==> config.mk <==
export PLATFORM = sky130hd
export DESIGN_NAME = pipe_ctrl_top
export DESIGN_NICKNAME = d
export VERILOG_FILES = /design/src/logic/pipe_ctrl_pkg.sv /design/src/logic/redirect_if.sv /design/src/logic/ctrl.sv /design/src/logic/hdu.sv /design/src/logic/clint.sv /design/src/logic/pc_reg.sv /design/src/logic/pipe_ctrl_top.sv
export SDC_FILE = /design/constraint.sdc
export NUM_CORES = 1
export LEC_CHECK = 0
export BUFFER_PORTS_ARGS = -buffer_cell sky130_fd_sc_hd__buf_2
export CORE_MARGIN = 3
export CORE_UTILIZATION = 35
export CTS_CLUSTER_SIZE = 40
export DETAILED_ROUTE_END_ITERATION = 8
export REMOVE_ABC_BUFFERS = 1
export SYNTH_ARGS = -nofsm -noshare
export SYNTH_HDL_FRONTEND = slang
export SYNTH_HIERARCHICAL = 1
export SYNTH_SLANG_ARGS = --single-unit
==> constraint.sdc <==
create_clock -name clk -period 3.13 [get_ports clk]
set_clock_uncertainty 0.1 [all_clocks]
set_input_delay 0.4695 -clock clk [delete_from_list [all_inputs] [get_ports clk]]
set_output_delay 0.4695 -clock clk [all_outputs]
set_load 0.005 [all_outputs]
==> src/logic/pipe_ctrl_pkg.sv <==
// shared widths, control-bus layout and fixed addresses, imported by every pipeline control unit
package pipe_ctrl_pkg;

    // instruction address width
    localparam int inst_addr_width = 32;

    // register index width for x0..x31
    localparam int reg_addr_width = 5;

    // control bus carries one stall bit and one flush bit
    localparam int cu_bus_width = 2;

    // bit positions inside the control bus
    localparam int cu_stall = 0;
    localparam int cu_flush = 1;

    // address type used for pc, jump target, epc and trap entry
    typedef logic [inst_addr_width-1:0] inst_addr_t;

    // register index as seen by the hazard check
    typedef logic [reg_addr_width-1:0] reg_addr_t;

    // stall and flush commands for the pipeline registers
    typedef logic [cu_bus_width-1:0] cu_bus_t;

    // first fetch address after reset
    localparam inst_addr_t reset_pc = 32'h0000_0000;

    // single fixed entry point for the external interrupt
    // no vectored mode, every trap lands here
    localparam inst_addr_t trap_vector = 32'h0000_0100;

endpackage

==> src/logic/redirect_if.sv <==
// redirect and stall bundle from ctrl and clint into pc_reg, instantiated once in the top level
interface redirect_if;

    // forwarded jump from ctrl, already gated against stalls
    logic                       jump_flag;
    pipe_ctrl_pkg::inst_addr_t  jump_addr;

    // stall and flush bits for the pipeline registers
    pipe_ctrl_pkg::cu_bus_t     cu_bus;

    // one-cycle redirect from clint, trap entry or mret
    logic                       int_assert;
    pipe_ctrl_pkg::inst_addr_t  int_addr;

    // ctrl owns the jump and the control bus
    modport ctrl_mp (output jump_flag, output jump_addr, output cu_bus);

    // clint owns the interrupt redirect
    modport clint_mp (output int_assert, output int_addr);

    // pc_reg only listens
    modport pc_mp (
        input jump_flag,
        input jump_addr,
        input cu_bus,
        input int_assert,
        input int_addr
    );

endinterface

==> src/logic/ctrl.sv <==
// pipeline control unit that merges stall requests and gates execute-stage jumps toward pc_reg
module ctrl (
    input  logic                      clk,
    input  logic                      reset_i,

    // from the execute stage
    input  logic                      jump_flag_i,
    input  pipe_ctrl_pkg::inst_addr_t jump_addr_i,
    input  logic                      stall_flag_ex_i,
    // atomic sequence still in flight
    input  logic                      atom_opt_busy_i,

    // from clint
    input  logic                      stall_flag_clint_i,

    // from hdu
    input  logic                      stall_flag_hdu_i,

    // to pc_reg and the pipeline registers
    redirect_if.ctrl_mp               redir_o
);

    import pipe_ctrl_pkg::*;

    // any source asking the front end to wait
    logic any_stall;

    // jump arriving while an atomic op is busy must wait too
    logic atom_stall;

    // forwarded jump after gating
    logic jump_go;

    assign any_stall  = stall_flag_ex_i | stall_flag_hdu_i | stall_flag_clint_i;
    assign atom_stall = atom_opt_busy_i & jump_flag_i;

    // a jump only goes out on a quiet cycle
    // clint stall is in any_stall so a trap entry always beats a jump
    assign jump_go = jump_flag_i & ~any_stall & ~atom_opt_busy_i;

    // target passes through untouched
    assign redir_o.jump_addr = jump_addr_i;
    assign redir_o.jump_flag = jump_go;

    // stall holds fetch and decode
    // clint stall is left out here, it flushes instead
    assign redir_o.cu_bus[cu_stall] = stall_flag_ex_i | stall_flag_hdu_i | atom_stall;

    // flush kills the wrong-path instructions behind a jump or a trap redirect
    // note the flush fires on the raw jump even when pc_reg does not take it yet
    assign redir_o.cu_bus[cu_flush] = (jump_flag_i & ~atom_opt_busy_i) | stall_flag_clint_i;

endmodule

==> src/logic/hdu.sv <==
// load-use hazard detection between decode and execute, raises a stall request toward ctrl
module hdu (
    // source fields of the instruction in decode
    input  pipe_ctrl_pkg::reg_addr_t id_rs1_i,
    input  pipe_ctrl_pkg::reg_addr_t id_rs2_i,
    // decoder says whether each source is really read
    input  logic                     id_rs1_used_i,
    input  logic                     id_rs2_used_i,

    // destination and kind of the instruction in execute
    input  pipe_ctrl_pkg::reg_addr_t ex_rd_i,
    input  logic                     ex_is_load_i,

    // to ctrl
    output logic                     stall_flag_o
);

    import pipe_ctrl_pkg::*;

    // x0 never carries a dependency
    localparam reg_addr_t zero_reg = '0;

    // load in execute that will actually write a register
    logic      ex_load_writes;

    // per-source match against the load destination
    logic      rs1_hit;
    logic      rs2_hit;

    // loads to x0 are dropped by the register file
    assign ex_load_writes = ex_is_load_i & (ex_rd_i != zero_reg);

    // unused source fields may hold junk bits, mask them
    assign rs1_hit = id_rs1_used_i & (id_rs1_i == ex_rd_i);
    assign rs2_hit = id_rs2_used_i & (id_rs2_i == ex_rd_i);

    // one bubble is enough since load data forwards from memory stage
    always_comb begin
        stall_flag_o = 1'b0;
        if (ex_load_writes) begin
            stall_flag_o = rs1_hit | rs2_hit;
        end
    end

endmodule

==> src/logic/clint.sv <==
// core-local interrupt unit for one external interrupt, saves the return pc and handles mret
module clint (
    input  logic                      clk,
    input  logic                      reset_i,

    // external interrupt line and its enable
    input  logic                      irq_i,
    input  logic                      irq_en_i,

    // mret retiring in execute
    input  logic                      mret_i,

    // entry is held off while an atomic op runs
    input  logic                      atom_opt_busy_i,

    // current fetch address, saved on entry
    input  pipe_ctrl_pkg::inst_addr_t pc_i,

    // redirect toward pc_reg
    redirect_if.clint_mp              redir_o,

    // to ctrl
    output logic                      stall_flag_o,

    // trap state for the outside world
    output logic                      in_trap_o,
    output pipe_ctrl_pkg::inst_addr_t epc_o
);

    import pipe_ctrl_pkg::*;

    // trap state and saved return address
    logic       in_trap_q;
    inst_addr_t epc_q;

    // decisions for this cycle
    logic       take_irq;
    logic       do_mret;
    logic       redirect;

    // no nesting, so a pending irq waits while in the handler
    assign take_irq = irq_i & irq_en_i & ~in_trap_q & ~atom_opt_busy_i;

    // mret outside a trap is ignored
    assign do_mret = mret_i & in_trap_q;

    // the two cannot both be high since take_irq needs in_trap low
    assign redirect = take_irq | do_mret;

    // one-cycle pulse, ctrl turns it into a flush
    assign redir_o.int_assert = redirect;
    assign stall_flag_o       = redirect;

    // return address only matters on mret, entry is always the fixed vector
    always_comb begin
        if (do_mret) begin
            redir_o.int_addr = epc_q;
        end else begin
            redir_o.int_addr = trap_vector;
        end
    end

    // state moves at the edge after the decision
    always_ff @(posedge clk) begin
        if (reset_i) begin
            in_trap_q <= 1'b0;
            epc_q     <= '0;
        end else if (take_irq) begin
            // pc of the instruction that has not executed yet
            epc_q     <= pc_i;
            in_trap_q <= 1'b1;
        end else if (do_mret) begin
            // epc kept, handy for debug after return
            in_trap_q <= 1'b0;
        end
    end

    assign in_trap_o = in_trap_q;
    assign epc_o     = epc_q;

endmodule

==> src/logic/pc_reg.sv <==
// program counter register for fetch, picks among trap redirect, jump, stall and pc+4 each cycle
module pc_reg (
    input  logic                      clk,
    input  logic                      reset_i,

    // redirect and stall commands from ctrl and clint
    redirect_if.pc_mp                 redir_i,

    // fetch address
    output pipe_ctrl_pkg::inst_addr_t pc_o
);

    import pipe_ctrl_pkg::*;

    // fixed instruction size, no compressed support
    localparam inst_addr_t pc_step = inst_addr_t'(4);

    // current and next fetch address
    inst_addr_t pc_q;
    inst_addr_t pc_d;

    // stall bit pulled off the control bus
    logic       stall;

    assign stall = redir_i.cu_bus[cu_stall];

    // priority order
    // trap redirect first, it may arrive with a stall or a raw jump
    // then the gated jump, then hold, then sequential
    always_comb begin
        if (redir_i.int_assert) begin
            pc_d = redir_i.int_addr;
        end else if (redir_i.jump_flag) begin
            pc_d = redir_i.jump_addr;
        end else if (stall) begin
            pc_d = pc_q;
        end else begin
            pc_d = pc_q + pc_step;
        end
    end

    // flush does not touch pc, it only clears the pipeline registers
    always_ff @(posedge clk) begin
        if (reset_i) begin
            pc_q <= reset_pc;
        end else begin
            pc_q <= pc_d;
        end
    end

    assign pc_o = pc_q;

endmodule

==> src/logic/pipe_ctrl_top.sv <==
// top level of the pipeline control slice, wires ctrl, hdu, clint and pc_reg behind plain ports
module pipe_ctrl_top (
    input  logic                      clk,
    input  logic                      reset_i,

    // execute stage results
    input  logic                      jump_flag_i,
    input  pipe_ctrl_pkg::inst_addr_t jump_addr_i,
    input  logic                      stall_flag_ex_i,
    input  logic                      atom_opt_busy_i,

    // decode sources for the hazard check
    input  pipe_ctrl_pkg::reg_addr_t  id_rs1_i,
    input  pipe_ctrl_pkg::reg_addr_t  id_rs2_i,
    input  logic                      id_rs1_used_i,
    input  logic                      id_rs2_used_i,

    // execute destination for the hazard check
    input  pipe_ctrl_pkg::reg_addr_t  ex_rd_i,
    input  logic                      ex_is_load_i,

    // interrupt and return
    input  logic                      irq_i,
    input  logic                      irq_en_i,
    input  logic                      mret_i,

    // fetch address and pipeline commands
    output pipe_ctrl_pkg::inst_addr_t pc_o,
    output logic                      stall_o,
    output logic                      flush_o,

    // trap state
    output logic                      in_trap_o,
    output pipe_ctrl_pkg::inst_addr_t epc_o
);

    import pipe_ctrl_pkg::*;

    // stall requests into ctrl
    logic       stall_flag_hdu;
    logic       stall_flag_clint;

    // fetch address, also fed back to clint for epc
    inst_addr_t pc;

    // shared redirect bundle
    redirect_if redir ();

    ctrl u_ctrl (
        .clk                (clk),
        .reset_i            (reset_i),
        .jump_flag_i        (jump_flag_i),
        .jump_addr_i        (jump_addr_i),
        .stall_flag_ex_i    (stall_flag_ex_i),
        .atom_opt_busy_i    (atom_opt_busy_i),
        .stall_flag_clint_i (stall_flag_clint),
        .stall_flag_hdu_i   (stall_flag_hdu),
        .redir_o            (redir)
    );

    hdu u_hdu (
        .id_rs1_i      (id_rs1_i),
        .id_rs2_i      (id_rs2_i),
        .id_rs1_used_i (id_rs1_used_i),
        .id_rs2_used_i (id_rs2_used_i),
        .ex_rd_i       (ex_rd_i),
        .ex_is_load_i  (ex_is_load_i),
        .stall_flag_o  (stall_flag_hdu)
    );

    clint u_clint (
        .clk             (clk),
        .reset_i         (reset_i),
        .irq_i           (irq_i),
        .irq_en_i        (irq_en_i),
        .mret_i          (mret_i),
        .atom_opt_busy_i (atom_opt_busy_i),
        .pc_i            (pc),
        .redir_o         (redir),
        .stall_flag_o    (stall_flag_clint),
        .in_trap_o       (in_trap_o),
        .epc_o           (epc_o)
    );

    pc_reg u_pc_reg (
        .clk     (clk),
        .reset_i (reset_i),
        .redir_i (redir),
        .pc_o    (pc)
    );

    // break the control bus out to plain pins
    assign stall_o = redir.cu_bus[cu_stall];
    assign flush_o = redir.cu_bus[cu_flush];
    assign pc_o    = pc;

endmodule

Word-level counts from Yosys, hierarchy flattened. Index checks and enable logic that the tools add are counted.

Register bits: 65. Bits of input ports: 58. Output and inout bits: 67. Logic and storage cells: 36.

$add $sub $neg: 1. Equal/unequal tests: 3. Multiplexer cells: 7. Bitwise logic cells: 20. Reduce and logical (&&, ||, !) cells: 2.

Operators with widths (number): $mux 32 (4); $add 32x3->32 const B (1); $and 1x1->1 (11); $eq 5x5->1 (2); $or 1x1->1 (6); $reduce_bool 5->1 (1); $mux 1 (3); $ne 3x1->1 const B (1); $not 1->1 (3); $reduce_bool 2->1 (1).

Longest topological paths before layout.
Depth after elaboration: 11. Gate-level depth with buffers: 13. Gate-level depth less buffers: 10.

Modules after synthesis. Netlist, hierarchy kept.

By module, submodules not included: pc_reg (instances 1, cells each 301, area an instance 2252.2 um^2, seq. area each 640.6 um^2); clint (instances 1, cells each 183, area an instance 1746.7 um^2, seq. area each 660.6 um^2); ctrl (instances 1, cells each 36, area an instance 274.0 um^2, seq. area each 0.0 um^2); hdu (instances 1, cells each 17, area an instance 133.9 um^2, seq. area each 0.0 um^2).

Worst setup path before layout. OpenSTA, ideal clock, no wires.

Path type: input to register. Start: input port atom_opt_busy_i. End: register u_pc_reg.pc_q[0] (netlist: u_pc_reg/pc_o[0]). Setup time: 128 ps. Arrival: 2567 ps. Data required time: 2902 ps. Path slack: 335 ps. Stages: 13. Path buffers: 6. Path through: and4bb_1 > buf_6 > buf_12 > a21o_1 > buf_4 > nor4_2 > clkbuf_1 > buf_2 > buf_1 > mux2i_1 > nor2_1 > a21oi_1 > nor2_1.

Longest elaborated chain between the ends: 9. Elaborated cells on any way between the ends: 12. Classes of those cells: eq/ne: 1; mux: 2; bitwise: 9.

Ends and longest elaborated chain: start, declared (RTL line pipe_ctrl_top.sv:10) `input logic atom_opt_busy_i,`; $not 1->1 (*) (RTL line clint.sv:42) `assign take_irq = irq_i & irq_en_i & ~in_trap_q & ~atom_opt_busy_i;`; $and 1x1->1 (*) (RTL line clint.sv:42); $or 1x1->1 (*) (RTL line clint.sv:48) `assign redirect = take_irq | do_mret;`; named net redir.int_assert (RTL line redirect_if.sv:12) `logic int_assert;`; $or 1x1->1 (*) (RTL line ctrl.sv:34) `assign any_stall = stall_flag_ex_i | stall_flag_hdu_i | stall_flag_clint_i;`; $not 1->1 (*) (RTL line ctrl.sv:39) `assign jump_go = jump_flag_i & ~any_stall & ~atom_opt_busy_i;`; $and 1x1->1 (*) (2 in series) (RTL line ctrl.sv:39); named net redir.jump_flag (RTL line redirect_if.sv:5) `logic jump_flag;`; $mux 32 (RTL line pc_reg.sv:33) `end else if (redir_i.jump_flag) begin`; $mux 32 (RTL line pc_reg.sv:31) `if (redir_i.int_assert) begin`; end signal, assigned (RTL line pc_reg.sv:45) `pc_q <= reset_pc;`; end signal, assigned (RTL line pc_reg.sv:47) `pc_q <= pc_d;`; end, declared (RTL line pc_reg.sv:19) `inst_addr_t pc_q;`.

Mark *: on every way through the listed nets, which the timed path passes. The rest lies on a longest branch. A chain may end at the register's enable or synchronous reset.

Final worst setup path.
Start: input port ex_rd_i[1]. End: output port stall_o.

Longest elaborated chain between the ends: 6. Elaborated cells on any way between the ends: 10. Classes of those cells: eq/ne: 2; mux: 1; bitwise: 6; reduce/logical: 1.

Ends and longest elaborated chain: start, declared (RTL line pipe_ctrl_top.sv:19) `input pipe_ctrl_pkg::reg_addr_t ex_rd_i,`; $eq 5x5->1 (on tied branches) (RTL line hdu.sv:34, hdu.sv:35); $and 1x1->1 (on tied branches) (RTL line hdu.sv:34, hdu.sv:35); $or 1x1->1 (RTL line hdu.sv:41) `stall_flag_o = rs1_hit | rs2_hit;`; $mux 1 (*) (RTL line hdu.sv:40) `if (ex_load_writes) begin`; named net stall_flag_hdu (RTL line pipe_ctrl_top.sv:40) `logic stall_flag_hdu;`; $or 1x1->1 (*) (2 in series) (RTL line ctrl.sv:47) `assign redir_o.cu_bus[cu_stall] = stall_flag_ex_i | stall_flag_hdu_i | atom_stall;`; end, declared (RTL line pipe_ctrl_top.sv:29) `output logic stall_o,`.

Marks and branches as above.

==> results.py <==
metrics = {
    "timing": {
        "worst_hold_slack_ps": 275,
        "period_needed_ps": 2740,
        "post-route-period-util_pct": 87.6,
        "slew_violations": 0,
        "tightest_slew_ps": 705,
        "fmax_ghz": 0.365,
        "setup_viol": 0,
        "worst_slack_ps": 387,
        "hold_violations": 0,
        "slew_headroom_pct": 52.6,
        "rsz0062_at_grt": "false",
    },
    "floorplanning": {
        "dieArea_um2": 14000,
        "core_area_um2": 12200,
        "rows": 40,
        "fp.dieH_um": 118,
        "io-pin-count": 125,
        "die_w_um": 118,
        "start_util_pct": 36.2,
    },
    "yosys": {
        "synth-warning-count": 6,
        "synth.area.top_cells": "dfxtp_1 30%, nand2b_1 9.7%, mux2i_1 8.6%",
        "synth_largest_area_cell": "dfxtp_1",
        "yosysSeqAreaShare_pct": 29.5,
        "synth_ff_type": "dfxtp_1",
        "syn_area_per_cell_um2": 8.21,
        "synthesis.area_um2": 4410,
        "ys_top_cells_by_count": "68 x nand2b_1, 65 x dfxtp_1, 38 x mux2i_1, 36 x nand2_1",
        "syn-instance-count": 537,
        "synth.most_common_cell": "nand2b_1",
        "async_reset_ff_share_pct": 0,
        "ys_seq_elements": 65,
        "yosysTopAreaCellShare_pct": 29.5,
        "synthDistinctLibCells": 54,
        "synth_edf_count": 0,
    },
    "flow_run": {
        "cap_violations": 0,
    },
    "cells_and_area": {
        "ff_latch_area_um2": 1300,
        "final_cells": 791,
        "fillerInstances": 1274,
        "layout-drive-gt1-share_pct": 26.5,
        "multi_input_area_um2": 2600,
        "nets": 677,
        "diodes": 0,
        "synthToLayoutAreaGrowth_pct": 18.5,
    },
    "clock_tree": {
        "clock_latency_ps": 330,
        "post-cts-setup-buffer-count": 0,
        "cts_buffer_depth": 2,
        "cts_hold_buf": 0,
        "numCtsBuffers": 9,
        "cts-resized-gates": 0,
        "htree_levels": 3,
        "clk_pin_slew_ps": 50,
        "cts_sinks": 65,
        "root_buffer": "clkbuf_16",
        "cts_tree": "done",
    },
    "global_routing": {
        "antenna_found_initial": 0,
        "grt_usage_pct": 18.7,
        "grt_max_degree": 50,
        "overflow": 0,
        "grt_pass1_vias": 4054,
        "grt_pass1_wl_um": 21500,
    },
    "critical_path": {
        "cp_max_fo": 8,
        "critPathLaunch": "ex_rd_i[1]",
        "cp_slowest_cell": "a211o_1",
        "r2r-start": "u_clint/in_trap_o",
        "critPathKind": "input port to output pin",
        "r2r_setup_slack_ps": 720,
        "worst_setup_path_start_kind": "input port",
        "crit_top_cell": "buf_2",
        "crit_end": "stall_o",
        "r2r-end": "u_pc_reg/pc_o[23]",
        "cpPeakStageDelay_ps": 330,
        "path_cells": "buf_2 -> xor2_1 -> nor4_1 -> nand3_1 -> a21oi_1 -> a211o_1 -> buf_4 -> buf_2",
        "cp_data_required_time_ps": 2560,
        "arrival_ps": 2170,
        "r2r_cells": 7,
        "end_kind": "output pin",
    },
    "placed_design": {
        "port_buffers": 124,
        "dp_hpwl_um": 9550,
        "pre_cts_ws_ps": 192,
        "place.gp.congestion": 0.902,
        "dpl.cell_count": 775,
    },
    "run_status": {
        "status": "finished, final reports clean",
    },
    "detailed_routing": {
        "drt_iter0_drc": 218,
        "drt-pass1-iter-count": 5,
        "viasPerCell": 5.24,
        "drc": 0,
        "top_layer": "met4",
        "wl_met3_um": 737,
        "dr_wl_met2_um": 6300,
        "ant_nets": 0,
        "m1WireLength_um": 6060,
        "wl_um": 13200,
        "vias": 4144,
        "post_drt_wl_per_cell_um": 16.7,
    },
    "power": {
        "power_density_nw_per_um2": 434,
        "pwr-share-seq_pct": 40.5,
        "pwr-share-comb_pct": 15.5,
        "total_leakage_power_uw": 0.00224,
        "pwr-share-clk_pct": 44.1,
        "p_switching_uw": 607,
        "p_int_uw": 1660,
        "peakVddDrop_uv": 337,
        "switching_share_pct": 26.7,
    },
    "worst_hold_path": {
        "hp-class": "input port to flip-flop",
        "worstHoldPathCells": 3,
    },
}
cell type report:
class | instances | area share (%)
clock buffers | 13 | 4.79
clock inverters | 3 | 0.767
inverters | 13 | 0.934
multi-input cells | 387 | 49.9
flip-flops and latches | 65 | 24.9
well taps | 168 | 4.02
repair buffers | 142 | 14.7
registers in the layout (all words and copies together) (netlist names):
| signal | cells |
|---|---|
| u_clint/epc_o | 32 |
| u_clint/in_trap_o | 1 |
| u_pc_reg/pc_o | 32 |
critical path, delay by kind of cell:
kind,cells,cell delay (ps)
AOI/OAI and AO/OA,2,630
buffers and inverters,3,490
and+or+nand+nor,2,400
xor gates and xnor gates,1,170
logic make-up after synthesis:
kind of cell | after synthesis | share of synthesized area [%]
AOI/OAI and AO/OA | 99 | 15.0
xor gates and xnor gates | 27 | 5.37
adders and majority gates | 1 | 0.284
buffers and inverters | 85 | 11.6
DFF | 65 | 29.5
muxes | 38 | 8.63
and+or+nand+nor | 222 | 29.6
power groups by stage:
| stage | Combinational [uW] | Sequential, uW | Clock [uW] |
|---|---|---|---|
| after floorplan | 180 | 925 | 0 |
| after global placement | 344 | 934 | 0 |
| after detailed placement | 350 | 935 | 0 |
| after CTS | 352 | 918 | 1020 |
| after global routing | 386 | 925 | 1060 |
| final | 351 | 918 | 1000 |
how the worst min path moves through the flow:
stage	start	endpoint	slack [ps]
floorplan	u_clint/epc_o[8]	u_clint/epc_o[8]	370
global placement	u_clint/epc_o[21]	u_clint/epc_o[21]	370
detailed placement	u_clint/epc_o[11]	u_clint/epc_o[11]	380
CTS	jump_addr_i[17]	u_pc_reg/pc_o[17]	270
global route	jump_addr_i[17]	u_pc_reg/pc_o[17]	300
finish	jump_addr_i[17]	u_pc_reg/pc_o[17]	270
stage by stage:
stage               util [%]  total power, uW  setup TNS [ps]  area [um2]
finish                  42.9             2270               0        5220
detailed placement      40.6             1280               0        4930
floorplan                  -             1100          -60560        3950
global placement        40.6             1280               0        4930
global route            42.9             2370               0        5220
CTS                     42.9             2290               0        5220
metal layers:
metal | track usage, % | vias to the layer above
met4 | 4.84 | 0
met5 | 0 | -
met1 | 25.0 | 1966
met2 | 29.9 | 127
met3 | 5.12 | 10
li1 | - | 2041
cells in the final DEF, fill, tap and decap left out, drive strengths merged, types with 2 or more instances in the layout:
cell	count
nand2	36
clkbuf	13
a22oi	8
o21a	2
nor2b	5
nand3b	2
o21ai	20
inv	12
a21oi	25
mux2i	38
dfxtp	65
o211ai	4
nor2	23
and3	35
o31a	3
or4	2
and4	11
nor3	3
xnor2	10
clkinv	3
buf	142
a31oi	4
o22ai	4
a211oi	12
a211o	2
nand2b	68
xor2	17
a221o	4
nand3	11
nor4	11
nand4	11
(Power assumes the default switching activity.)
